===== src/design/kbd_types_pkg.sv =====
package kbd_types_pkg;

    // One data byte as received from the keyboard
    typedef logic [7:0] ps2_byte_t;

    // Translated virtual key code
    typedef logic [7:0] vk_code_t;

    // Queued key event, release flag on top of the vk code
    typedef logic [8:0] kbd_event_t;

endpackage


===== src/design/kbd_codes_pkg.sv =====
package kbd_codes_pkg;

    import kbd_types_pkg::*;

    // Scan-code set 2 prefixes
    localparam ps2_byte_t PS2_PREFIX_EXT   = 8'hE0;
    localparam ps2_byte_t PS2_PREFIX_BREAK = 8'hF0;

    // Unmapped keys
    localparam vk_code_t VK_NONE = 8'h00;

    // Letters and digits are contiguous from these bases
    localparam vk_code_t VK_A = 8'h41;
    localparam vk_code_t VK_0 = 8'h30;

    localparam vk_code_t VK_BKSP  = 8'h08;
    localparam vk_code_t VK_ENTER = 8'h0D;
    localparam vk_code_t VK_ESC   = 8'h1B;
    localparam vk_code_t VK_SPACE = 8'h20;

    // Extended arrow keys
    localparam vk_code_t VK_LEFT  = 8'h25;
    localparam vk_code_t VK_UP    = 8'h26;
    localparam vk_code_t VK_RIGHT = 8'h27;
    localparam vk_code_t VK_DOWN  = 8'h28;

endpackage


===== src/design/scan_event_if.sv =====
interface scan_event_if
    import kbd_types_pkg::*;
();

    // One-cycle strobe, the sink always takes it
    logic      valid;
    // Key was preceded by E0
    logic      extended;
    // Key was preceded by F0
    logic      is_break;
    ps2_byte_t code;

    modport source (
        output valid,
        output extended,
        output is_break,
        output code
    );

    modport sink (
        input valid,
        input extended,
        input is_break,
        input code
    );

endinterface


===== src/design/ps2_rx.sv =====
module ps2_rx
    import kbd_types_pkg::*;
#(
    parameter int FILTER_LEN = 4
) (
    input  logic      clk_i,
    input  logic      rst_i,
    input  logic      ps2_clk_i,
    input  logic      ps2_data_i,
    output ps2_byte_t byte_o,
    output logic      byte_valid_o
);

    localparam int CNT_W     = $clog2(FILTER_LEN + 1);
    localparam int LINE_CLK  = 0;
    localparam int LINE_DATA = 1;

    logic [1:0]       line_async;
    logic [1:0]       sync_meta_q;
    logic [1:0]       sync_q;
    logic [1:0]       filt_q;
    logic [CNT_W-1:0] filt_cnt_q [2];

    logic             clk_prev_q;
    logic             clk_fall;
    logic [10:0]      frame_q;
    logic [3:0]       bit_cnt_q;
    logic             frame_done_q;
    logic             frame_ok;

    assign line_async = {ps2_data_i, ps2_clk_i};

    // Both lines get the same synchronizer and glitch filter
    for (genvar i = 0; i < 2; i++) begin : g_line
        always_ff @(posedge clk_i) begin
            if (rst_i) begin
                sync_meta_q[i] <= 1'b1;
                sync_q[i]      <= 1'b1;
            end else begin
                sync_meta_q[i] <= line_async[i];
                sync_q[i]      <= sync_meta_q[i];
            end
        end

        // New level is taken after FILTER_LEN samples in a row
        always_ff @(posedge clk_i) begin
            if (rst_i) begin
                filt_q[i]     <= 1'b1;
                filt_cnt_q[i] <= '0;
            end else if (sync_q[i] == filt_q[i]) begin
                filt_cnt_q[i] <= '0;
            end else if (filt_cnt_q[i] == CNT_W'(FILTER_LEN - 1)) begin
                filt_q[i]     <= sync_q[i];
                filt_cnt_q[i] <= '0;
            end else begin
                filt_cnt_q[i] <= filt_cnt_q[i] + 1'b1;
            end
        end
    end

    always_ff @(posedge clk_i) begin
        if (rst_i) begin
            clk_prev_q <= 1'b1;
        end else begin
            clk_prev_q <= filt_q[LINE_CLK];
        end
    end

    // Keyboard changes data while its clock is high, so sample on the fall
    assign clk_fall = clk_prev_q && !filt_q[LINE_CLK];

    // LSB first, start bit ends up in bit 0
    always_ff @(posedge clk_i) begin
        if (clk_fall) begin
            frame_q <= {filt_q[LINE_DATA], frame_q[10:1]};
        end
    end

    always_ff @(posedge clk_i) begin
        if (rst_i) begin
            bit_cnt_q    <= '0;
            frame_done_q <= 1'b0;
        end else begin
            frame_done_q <= 1'b0;
            if (clk_fall) begin
                if (bit_cnt_q == 4'd10) begin
                    bit_cnt_q    <= '0;
                    frame_done_q <= 1'b1;
                end else begin
                    bit_cnt_q <= bit_cnt_q + 4'd1;
                end
            end
        end
    end

    // Start low, stop high, odd parity over data and parity bit
    assign frame_ok = !frame_q[0] && frame_q[10] && (^frame_q[9:1]);

    always_ff @(posedge clk_i) begin
        if (rst_i) begin
            byte_valid_o <= 1'b0;
        end else begin
            byte_valid_o <= frame_done_q && frame_ok;
        end
    end

    always_ff @(posedge clk_i) begin
        if (frame_done_q) begin
            byte_o <= frame_q[8:1];
        end
    end

    // Frames are far apart, so a strobe never repeats back to back
    a_single_strobe: assert property (
        @(posedge clk_i) disable iff (rst_i) byte_valid_o |=> !byte_valid_o
    );

endmodule


===== src/design/ps2_scan_decoder.sv =====
module ps2_scan_decoder
    import kbd_types_pkg::*;
    import kbd_codes_pkg::*;
(
    input  logic         clk_i,
    input  logic         rst_i,
    input  ps2_byte_t    byte_i,
    input  logic         byte_valid_i,
    scan_event_if.source evt
);

    typedef enum logic [1:0] {
        IDLE,
        GOT_EXT,
        GOT_BREAK,
        GOT_EXT_BREAK
    } state_t;

    state_t state_q;
    state_t state_d;
    logic   ext_flag;
    logic   break_flag;
    logic   is_prefix;
    logic   key_done;

    assign ext_flag   = (state_q == GOT_EXT) || (state_q == GOT_EXT_BREAK);
    assign break_flag = (state_q == GOT_BREAK) || (state_q == GOT_EXT_BREAK);
    assign is_prefix  = (byte_i == PS2_PREFIX_EXT) || (byte_i == PS2_PREFIX_BREAK);
    assign key_done   = byte_valid_i && !is_prefix;

    // Prefixes add a flag, anything else ends the sequence
    always_comb begin
        state_d = state_q;
        if (byte_valid_i) begin
            if (byte_i == PS2_PREFIX_EXT) begin
                state_d = break_flag ? GOT_EXT_BREAK : GOT_EXT;
            end else if (byte_i == PS2_PREFIX_BREAK) begin
                state_d = ext_flag ? GOT_EXT_BREAK : GOT_BREAK;
            end else begin
                state_d = IDLE;
            end
        end
    end

    always_ff @(posedge clk_i) begin
        if (rst_i) begin
            state_q   <= IDLE;
            evt.valid <= 1'b0;
        end else begin
            state_q   <= state_d;
            evt.valid <= key_done;
        end
    end

    // Flags are those collected before the final byte
    always_ff @(posedge clk_i) begin
        if (key_done) begin
            evt.code     <= byte_i;
            evt.extended <= ext_flag;
            evt.is_break <= break_flag;
        end
    end

    a_no_prefix_event: assert property (
        @(posedge clk_i) disable iff (rst_i)
        evt.valid |-> (evt.code != PS2_PREFIX_EXT) && (evt.code != PS2_PREFIX_BREAK)
    );

endmodule


===== src/design/keycode_rom.sv =====
module keycode_rom
    import kbd_types_pkg::*;
    import kbd_codes_pkg::*;
(
    input  logic       clk_i,
    input  logic       rst_i,
    scan_event_if.sink evt,
    output kbd_event_t wr_event_o,
    output logic       wr_valid_o
);

    logic [8:0] key;
    vk_code_t   vk_d;

    assign key = {evt.extended, evt.code};

    always_comb begin
        case (key)
            // Letters A to Z
            {1'b0, 8'h1C}: vk_d = VK_A + 8'd0;
            {1'b0, 8'h32}: vk_d = VK_A + 8'd1;
            {1'b0, 8'h21}: vk_d = VK_A + 8'd2;
            {1'b0, 8'h23}: vk_d = VK_A + 8'd3;
            {1'b0, 8'h24}: vk_d = VK_A + 8'd4;
            {1'b0, 8'h2B}: vk_d = VK_A + 8'd5;
            {1'b0, 8'h34}: vk_d = VK_A + 8'd6;
            {1'b0, 8'h33}: vk_d = VK_A + 8'd7;
            {1'b0, 8'h43}: vk_d = VK_A + 8'd8;
            {1'b0, 8'h3B}: vk_d = VK_A + 8'd9;
            {1'b0, 8'h42}: vk_d = VK_A + 8'd10;
            {1'b0, 8'h4B}: vk_d = VK_A + 8'd11;
            {1'b0, 8'h3A}: vk_d = VK_A + 8'd12;
            {1'b0, 8'h31}: vk_d = VK_A + 8'd13;
            {1'b0, 8'h44}: vk_d = VK_A + 8'd14;
            {1'b0, 8'h4D}: vk_d = VK_A + 8'd15;
            {1'b0, 8'h15}: vk_d = VK_A + 8'd16;
            {1'b0, 8'h2D}: vk_d = VK_A + 8'd17;
            {1'b0, 8'h1B}: vk_d = VK_A + 8'd18;
            {1'b0, 8'h2C}: vk_d = VK_A + 8'd19;
            {1'b0, 8'h3C}: vk_d = VK_A + 8'd20;
            {1'b0, 8'h2A}: vk_d = VK_A + 8'd21;
            {1'b0, 8'h1D}: vk_d = VK_A + 8'd22;
            {1'b0, 8'h22}: vk_d = VK_A + 8'd23;
            {1'b0, 8'h35}: vk_d = VK_A + 8'd24;
            {1'b0, 8'h1A}: vk_d = VK_A + 8'd25;
            // Top row digits
            {1'b0, 8'h45}: vk_d = VK_0 + 8'd0;
            {1'b0, 8'h16}: vk_d = VK_0 + 8'd1;
            {1'b0, 8'h1E}: vk_d = VK_0 + 8'd2;
            {1'b0, 8'h26}: vk_d = VK_0 + 8'd3;
            {1'b0, 8'h25}: vk_d = VK_0 + 8'd4;
            {1'b0, 8'h2E}: vk_d = VK_0 + 8'd5;
            {1'b0, 8'h36}: vk_d = VK_0 + 8'd6;
            {1'b0, 8'h3D}: vk_d = VK_0 + 8'd7;
            {1'b0, 8'h3E}: vk_d = VK_0 + 8'd8;
            {1'b0, 8'h46}: vk_d = VK_0 + 8'd9;
            {1'b0, 8'h5A}: vk_d = VK_ENTER;
            {1'b0, 8'h76}: vk_d = VK_ESC;
            {1'b0, 8'h29}: vk_d = VK_SPACE;
            {1'b0, 8'h66}: vk_d = VK_BKSP;
            // Arrows only exist behind E0, plain codes are keypad keys
            {1'b1, 8'h6B}: vk_d = VK_LEFT;
            {1'b1, 8'h75}: vk_d = VK_UP;
            {1'b1, 8'h74}: vk_d = VK_RIGHT;
            {1'b1, 8'h72}: vk_d = VK_DOWN;
            default:       vk_d = VK_NONE;
        endcase
    end

    always_ff @(posedge clk_i) begin
        if (rst_i) begin
            wr_valid_o <= 1'b0;
        end else begin
            wr_valid_o <= evt.valid;
        end
    end

    // Release flag travels with the code
    always_ff @(posedge clk_i) begin
        if (evt.valid) begin
            wr_event_o <= {evt.is_break, vk_d};
        end
    end

endmodule


===== src/design/event_fifo.sv =====
module event_fifo
    import kbd_types_pkg::*;
#(
    parameter int FIFO_ADDR_W = 4
) (
    input  logic       clk_i,
    input  logic       rst_i,
    input  kbd_event_t wr_event_i,
    input  logic       wr_valid_i,
    output kbd_event_t rd_event_o,
    output logic       rd_valid_o,
    input  logic       rd_ready_i
);

    localparam int DEPTH = 1 << FIFO_ADDR_W;

    kbd_event_t           mem [DEPTH];
    logic [FIFO_ADDR_W:0] wr_ptr_q;
    logic [FIFO_ADDR_W:0] rd_ptr_q;
    logic [FIFO_ADDR_W:0] wr_ptr_d;
    logic [FIFO_ADDR_W:0] rd_ptr_d;
    logic [FIFO_ADDR_W:0] count;
    logic                 full;
    logic                 wr_en;
    logic                 rd_en;

    // Extra pointer bit tells full from empty
    assign count = wr_ptr_q - rd_ptr_q;
    assign full  = (count == (FIFO_ADDR_W + 1)'(DEPTH));
    assign wr_en = wr_valid_i && !full;
    assign rd_en = rd_valid_o && rd_ready_i;

    assign wr_ptr_d = wr_ptr_q + (FIFO_ADDR_W + 1)'(wr_en);
    assign rd_ptr_d = rd_ptr_q + (FIFO_ADDR_W + 1)'(rd_en);

    assign rd_valid_o = (wr_ptr_q != rd_ptr_q);

    always_ff @(posedge clk_i) begin
        if (rst_i) begin
            wr_ptr_q <= '0;
            rd_ptr_q <= '0;
        end else begin
            wr_ptr_q <= wr_ptr_d;
            rd_ptr_q <= rd_ptr_d;
        end
    end

    always_ff @(posedge clk_i) begin
        if (wr_en) begin
            mem[wr_ptr_q[FIFO_ADDR_W-1:0]] <= wr_event_i;
        end
    end

    // Head register loads the next head entry
    // Bypass the write when it lands straight at the head
    always_ff @(posedge clk_i) begin
        if (wr_en && (rd_ptr_d == wr_ptr_q)) begin
            rd_event_o <= wr_event_i;
        end else begin
            rd_event_o <= mem[rd_ptr_d[FIFO_ADDR_W-1:0]];
        end
    end

    a_no_overfill: assert property (
        @(posedge clk_i) disable iff (rst_i) count <= (FIFO_ADDR_W + 1)'(DEPTH)
    );

endmodule


===== src/design/kbd_controller.sv =====
module kbd_controller
    import kbd_types_pkg::*;
#(
    parameter int FILTER_LEN  = 4,
    parameter int FIFO_ADDR_W = 4
) (
    input  logic       clk_i,
    input  logic       rst_i,
    input  logic       ps2_clk_i,
    input  logic       ps2_data_i,
    output kbd_event_t event_o,
    output logic       event_valid_o,
    input  logic       event_ready_i,
    output logic       irq_o
);

    ps2_byte_t  rx_byte;
    logic       rx_byte_valid;
    kbd_event_t rom_event;
    logic       rom_valid;

    scan_event_if scan_evt ();

    ps2_rx #(
        .FILTER_LEN (FILTER_LEN)
    ) u_ps2_rx (
        .clk_i        (clk_i),
        .rst_i        (rst_i),
        .ps2_clk_i    (ps2_clk_i),
        .ps2_data_i   (ps2_data_i),
        .byte_o       (rx_byte),
        .byte_valid_o (rx_byte_valid)
    );

    ps2_scan_decoder u_decoder (
        .clk_i        (clk_i),
        .rst_i        (rst_i),
        .byte_i       (rx_byte),
        .byte_valid_i (rx_byte_valid),
        .evt          (scan_evt.source)
    );

    keycode_rom u_keycode_rom (
        .clk_i      (clk_i),
        .rst_i      (rst_i),
        .evt        (scan_evt.sink),
        .wr_event_o (rom_event),
        .wr_valid_o (rom_valid)
    );

    event_fifo #(
        .FIFO_ADDR_W (FIFO_ADDR_W)
    ) u_event_fifo (
        .clk_i      (clk_i),
        .rst_i      (rst_i),
        .wr_event_i (rom_event),
        .wr_valid_i (rom_valid),
        .rd_event_o (event_o),
        .rd_valid_o (event_valid_o),
        .rd_ready_i (event_ready_i)
    );

    // Interrupt while anything is queued
    assign irq_o = event_valid_o;

endmodule


===== config.mk =====
export PLATFORM = sky130hd
export DESIGN_NAME = kbd_controller
export DESIGN_NICKNAME = d
export VERILOG_FILES = /design/src/design/kbd_types_pkg.sv /design/src/design/kbd_codes_pkg.sv /design/src/design/scan_event_if.sv /design/src/design/ps2_rx.sv /design/src/design/ps2_scan_decoder.sv /design/src/design/keycode_rom.sv /design/src/design/event_fifo.sv /design/src/design/kbd_controller.sv
export SDC_FILE = /design/constraint.sdc
export NUM_CORES = 1
export LEC_CHECK = 0
export BUFFER_PORTS_ARGS = -buffer_cell sky130_fd_sc_hd__clkbuf_2
export CELL_PAD_IN_SITES_DETAIL_PLACEMENT = 0
export CELL_PAD_IN_SITES_GLOBAL_PLACEMENT = 1
export CORE_AREA = 2 2 136 138
export CTS_CLUSTER_DIAMETER = 200
export DETAILED_ROUTE_END_ITERATION = 6
export DIE_AREA = 0 0 138 140
export PLACE_DENSITY_LB_ADDON = 0.15
export SLEW_MARGIN = 20
export SYNTH_ARGS = -nofsm -noshare
export SYNTH_HDL_FRONTEND = slang
export SYNTH_SLANG_ARGS = --single-unit

===== constraint.sdc =====
create_clock -name clk_i -period 4 [get_ports clk_i]
set_input_delay 0.4 -clock clk_i [delete_from_list [all_inputs] [get_ports clk_i]]
set_output_delay 0.4 -clock clk_i [all_outputs]
set_load 0.005 [all_outputs]

==> results_dict.tcl <==
set metrics [dict create \
    ios 16 \
    grt_pass1_wl_mm 27.17 \
    cts_made_buffers 22 \
    ctsHoldBuffers 0 \
    vias 4847 \
    nFillCells 1413 \
    place.gp.congestion 0.8687 \
    fin_crit_sh 0.8699 \
    placed_cells 803 \
    nets 615 \
    slew_headroom 0.3758 \
    drt-initial-drc-count 365 \
    synth-seq-cells 206 \
    vias_per_cell 5.757 \
    p_int_mw 3.376 \
    ys_top_cells_by_area "edfxtp_1 58%, mux4_2 8.4%, dfxtp_1 7.9%" \
    grtUsageTotal 0.1815 \
    post_cts_buffers 0 \
    met2_usage 0.3192 \
    ir_drop_uv 313.3 \
    final_cells 842 \
    antenna_found_initial 0 \
    cts_root_buf "clkbuf_16" \
    rsz0062_at_grt "false" \
    max_freq_mhz 287.4 \
    crit_type "reg2reg" \
    syn_avg_cell_area_sq_um 15.58 \
    holdWs_ns 0.07914 \
    drc 0 \
    synth_edf_count 171 \
    stdcell_area_sq_um 9898 \
    utilization 0.5567 \
    yosysUniqueCellTypes 58 \
    clock_power_share 0.440 \
    finalHoldViolCount 0 \
    startpoint_type "register" \
    worst-slew-pin-transition_ns 0.9362 \
    syn-instance-count 567 \
    cp-end-kind "register" \
    drive_above_1_share 0.2055 \
    dp_slack_ns 0.5259 \
    drt_first_pass_iters 5 \
    area_delta_synth_final_pct 12.07 \
    combinationalPowerShare 0.007 \
    setup_violations 0 \
    leakage_nw 3.336 \
    worstHoldPathType "in2reg" \
    grt.met3_usage 0.02496 \
    grt_max_degree 35 \
    ant_nets 0 \
    die_w_um 138 \
    start_util 0.4968 \
    netlist.area_leader.share 0.5814 \
    yosys_warnings 0 \
    required_ns 4.38 \
    synth_top_area_cell "edfxtp_1" \
    fin_skew_ns 0.02333 \
    die_y_um 140 \
    clock_sinks 206 \
    clockBufferDepth 3 \
    hpwl_mm 10.95 \
    place_area_sq_um 9239 \
    clk_pin_slew_worst_paths_ns 0.06 \
    portBuffers 14 \
    slew_violations 0 \
    synth_flop_cell "edfxtp_1" \
    grt_pass1_vias 4789 \
    fin_total_pwr_mw 4.169 \
    cts_tree "built" \
    cap_viol_max_count 0 \
    overflow 0 \
    ctsHtreeMaxLevel 1 \
    antennaDiodeCount 0 \
    cts_resized 0 \
    fin_tns_setup_ns 0 \
    min_period_ns 3.480 \
    routedWlPerCell_um 20.89 \
    worstSkewPairLatency_ns 0.50 \
    powerDensity_nw_per_um2 421.2 \
    synth-seq-area-share 0.6607 \
    top_usage_layer "met2" \
    outcome "finished, final reports clean" \
    wirelength_mm 17.59 \
    synth_area_sq_um 8832 \
    met1_usage 0.2406 \
    worstPathMaxFanout 34 \
    rows 49 \
    seqPwrFrac 0.553 \
    die-area_sq_um 19320 \
    core_sq_um 17780 \
    p_sw_mw 0.7935 \
    swShare 0.1903 \
    async_flop_share 0 \
    cp.arrival_ns 3.86 \
    setup_ws_ns 0.5203 \
]
[worst paths after layout]
path / slack [ns] / end / cells past startpoint / from
worst max-delay path: 0.52 / u_event_fifo.rd_event_o[1]$_DFF_P_ / 11 / u_event_fifo.rd_ptr_q[2]$_SDFF_PP0_
worst min-delay path: 0.08 / u_ps2_rx.sync_meta_q[0]$_SDFF_PP1_ / 2 / ps2_clk_i
worst max register to register: 0.52 / u_event_fifo.rd_event_o[1]$_DFF_P_ / 11 / u_event_fifo.rd_ptr_q[2]$_SDFF_PP0_
worst min register to register: 0.40 / u_ps2_rx.sync_q[0]$_SDFF_PP1_ / 1 / u_ps2_rx.sync_meta_q[0]$_SDFF_PP1_
[cells in the final DEF (no fill, tap or decap), types with 8 or more instances in the layout]
cell,Yosys,layout
buf_4,5,21
nor2b_1,16,16
mux4_2,33,33
nand2_1,20,20
a21oi_1,14,14
inv_1,16,16
clkbuf_1,22,9
clkbuf_2,0,14
xnor2_1,14,14
nor2_1,37,37
nand3_1,14,14
mux2_4,8,8
dfxtp_1,35,35
o21ai_0,11,11
nor4_1,13,13
ha_1,12,11
nor3_1,12,12
edfxtp_1,171,171
xor2_1,12,12
clkbuf_16,0,22
nand2b_1,13,13
[Yosys cell counts (5+ instances only)]
cell type and count:
clkbuf_1 22, nor2b_1 16, edfxtp_1 171, o21ai_0 11, nand2_1 20, xor2_1 12, xnor2_1 14, ha_1 12
inv_1 16, nor3_1 12, mux4_1 7, nand3_1 14, a21oi_1 14, mux2_4 8, nand2b_1 13, nor4_1 13
mux2i_1 6, or2_2 7, buf_4 5, mux4_2 33, dfxtp_1 35, nor2_1 37
[per-layer routing]
layer | share of wire | vias up | wire [um]
met5 | 0 | - | 0
met4 | 0.019 | 0 | 329
met3 | 0.047 | 25 | 822
met2 | 0.51 | 134 | 8960
met1 | 0.43 | 2441 | 7477
li1 | - | 2247 | -
[registers in the layout (all words and copies together) (netlist names), 2 cells and up]
| register | count |
|---|---|
| u_decoder.evt.code | 8 |
| u_event_fifo.rd_ptr_q | 5 |
| u_event_fifo.wr_ptr_q | 5 |
| u_ps2_rx.frame_q | 11 |
| u_decoder.state_q | 2 |
| u_event_fifo.rd_event_o | 8 |
| u_ps2_rx.byte_o | 8 |
| u_event_fifo.mem | 128 |
| u_ps2_rx.sync_meta_q | 2 |
| u_keycode_rom.wr_event_o | 8 |
| u_ps2_rx.bit_cnt_q | 4 |
| u_ps2_rx.filt_cnt_q | 6 |
| u_ps2_rx.sync_q | 2 |
| u_ps2_rx.filt_q | 2 |
[logic make-up after synthesis]
logic type / count (synthesis) / share of synthesized area
other: 2 / 0.0008503
AND/OR/NAND/NOR: 158 / 0.09619
flip-flops: 206 / 0.6607
AO/OA/AOI/OAI: 55 / 0.04193
multiplexers: 55 / 0.1266
adder cells (fa/ha/maj): 12 / 0.01700
XOR/XNOR: 28 / 0.03074
buffers and inverters: 51 / 0.02592
[critical path: stages (launching register included)]
cell	delay, ns
dfxtp_1	0.47
inv_1	0.08
ha_1	0.33
nand2_1	0.08
nor2_1	0.10
nand3_1	0.12
and2_1	0.18
ha_2	0.33
buf_12	0.27
mux4_2	0.57
mux4_1	0.51
mux2_4	0.27
[final cells by class]
class | count | area (sq um) | share of cell area
clock buffer | 33 | 611.8 | 0.06181
tap | 229 | 286.5 | 0.02895
timing repair buffer | 37 | 267.8 | 0.02705
multi-input combinational | 315 | 2789 | 0.2818
inverter | 16 | 60.06 | 0.006068
clock inverter | 6 | 47.55 | 0.004803
sequential | 206 | 5836 | 0.5896
[power by group through the flow]
stage | Combinational, mW | Sequential [mW] | Clock (mW)
global placement | 0.0259 | 2.35 | 0
CTS | 0.0276 | 2.31 | 1.88
finish | 0.0272 | 2.31 | 1.83
detailed placement | 0.0275 | 2.35 | 0
floorplan | 0.0224 | 2.35 | 0
global route | 0.0315 | 2.31 | 1.97
No activity file was read; power rests on OpenSTA's default activity.
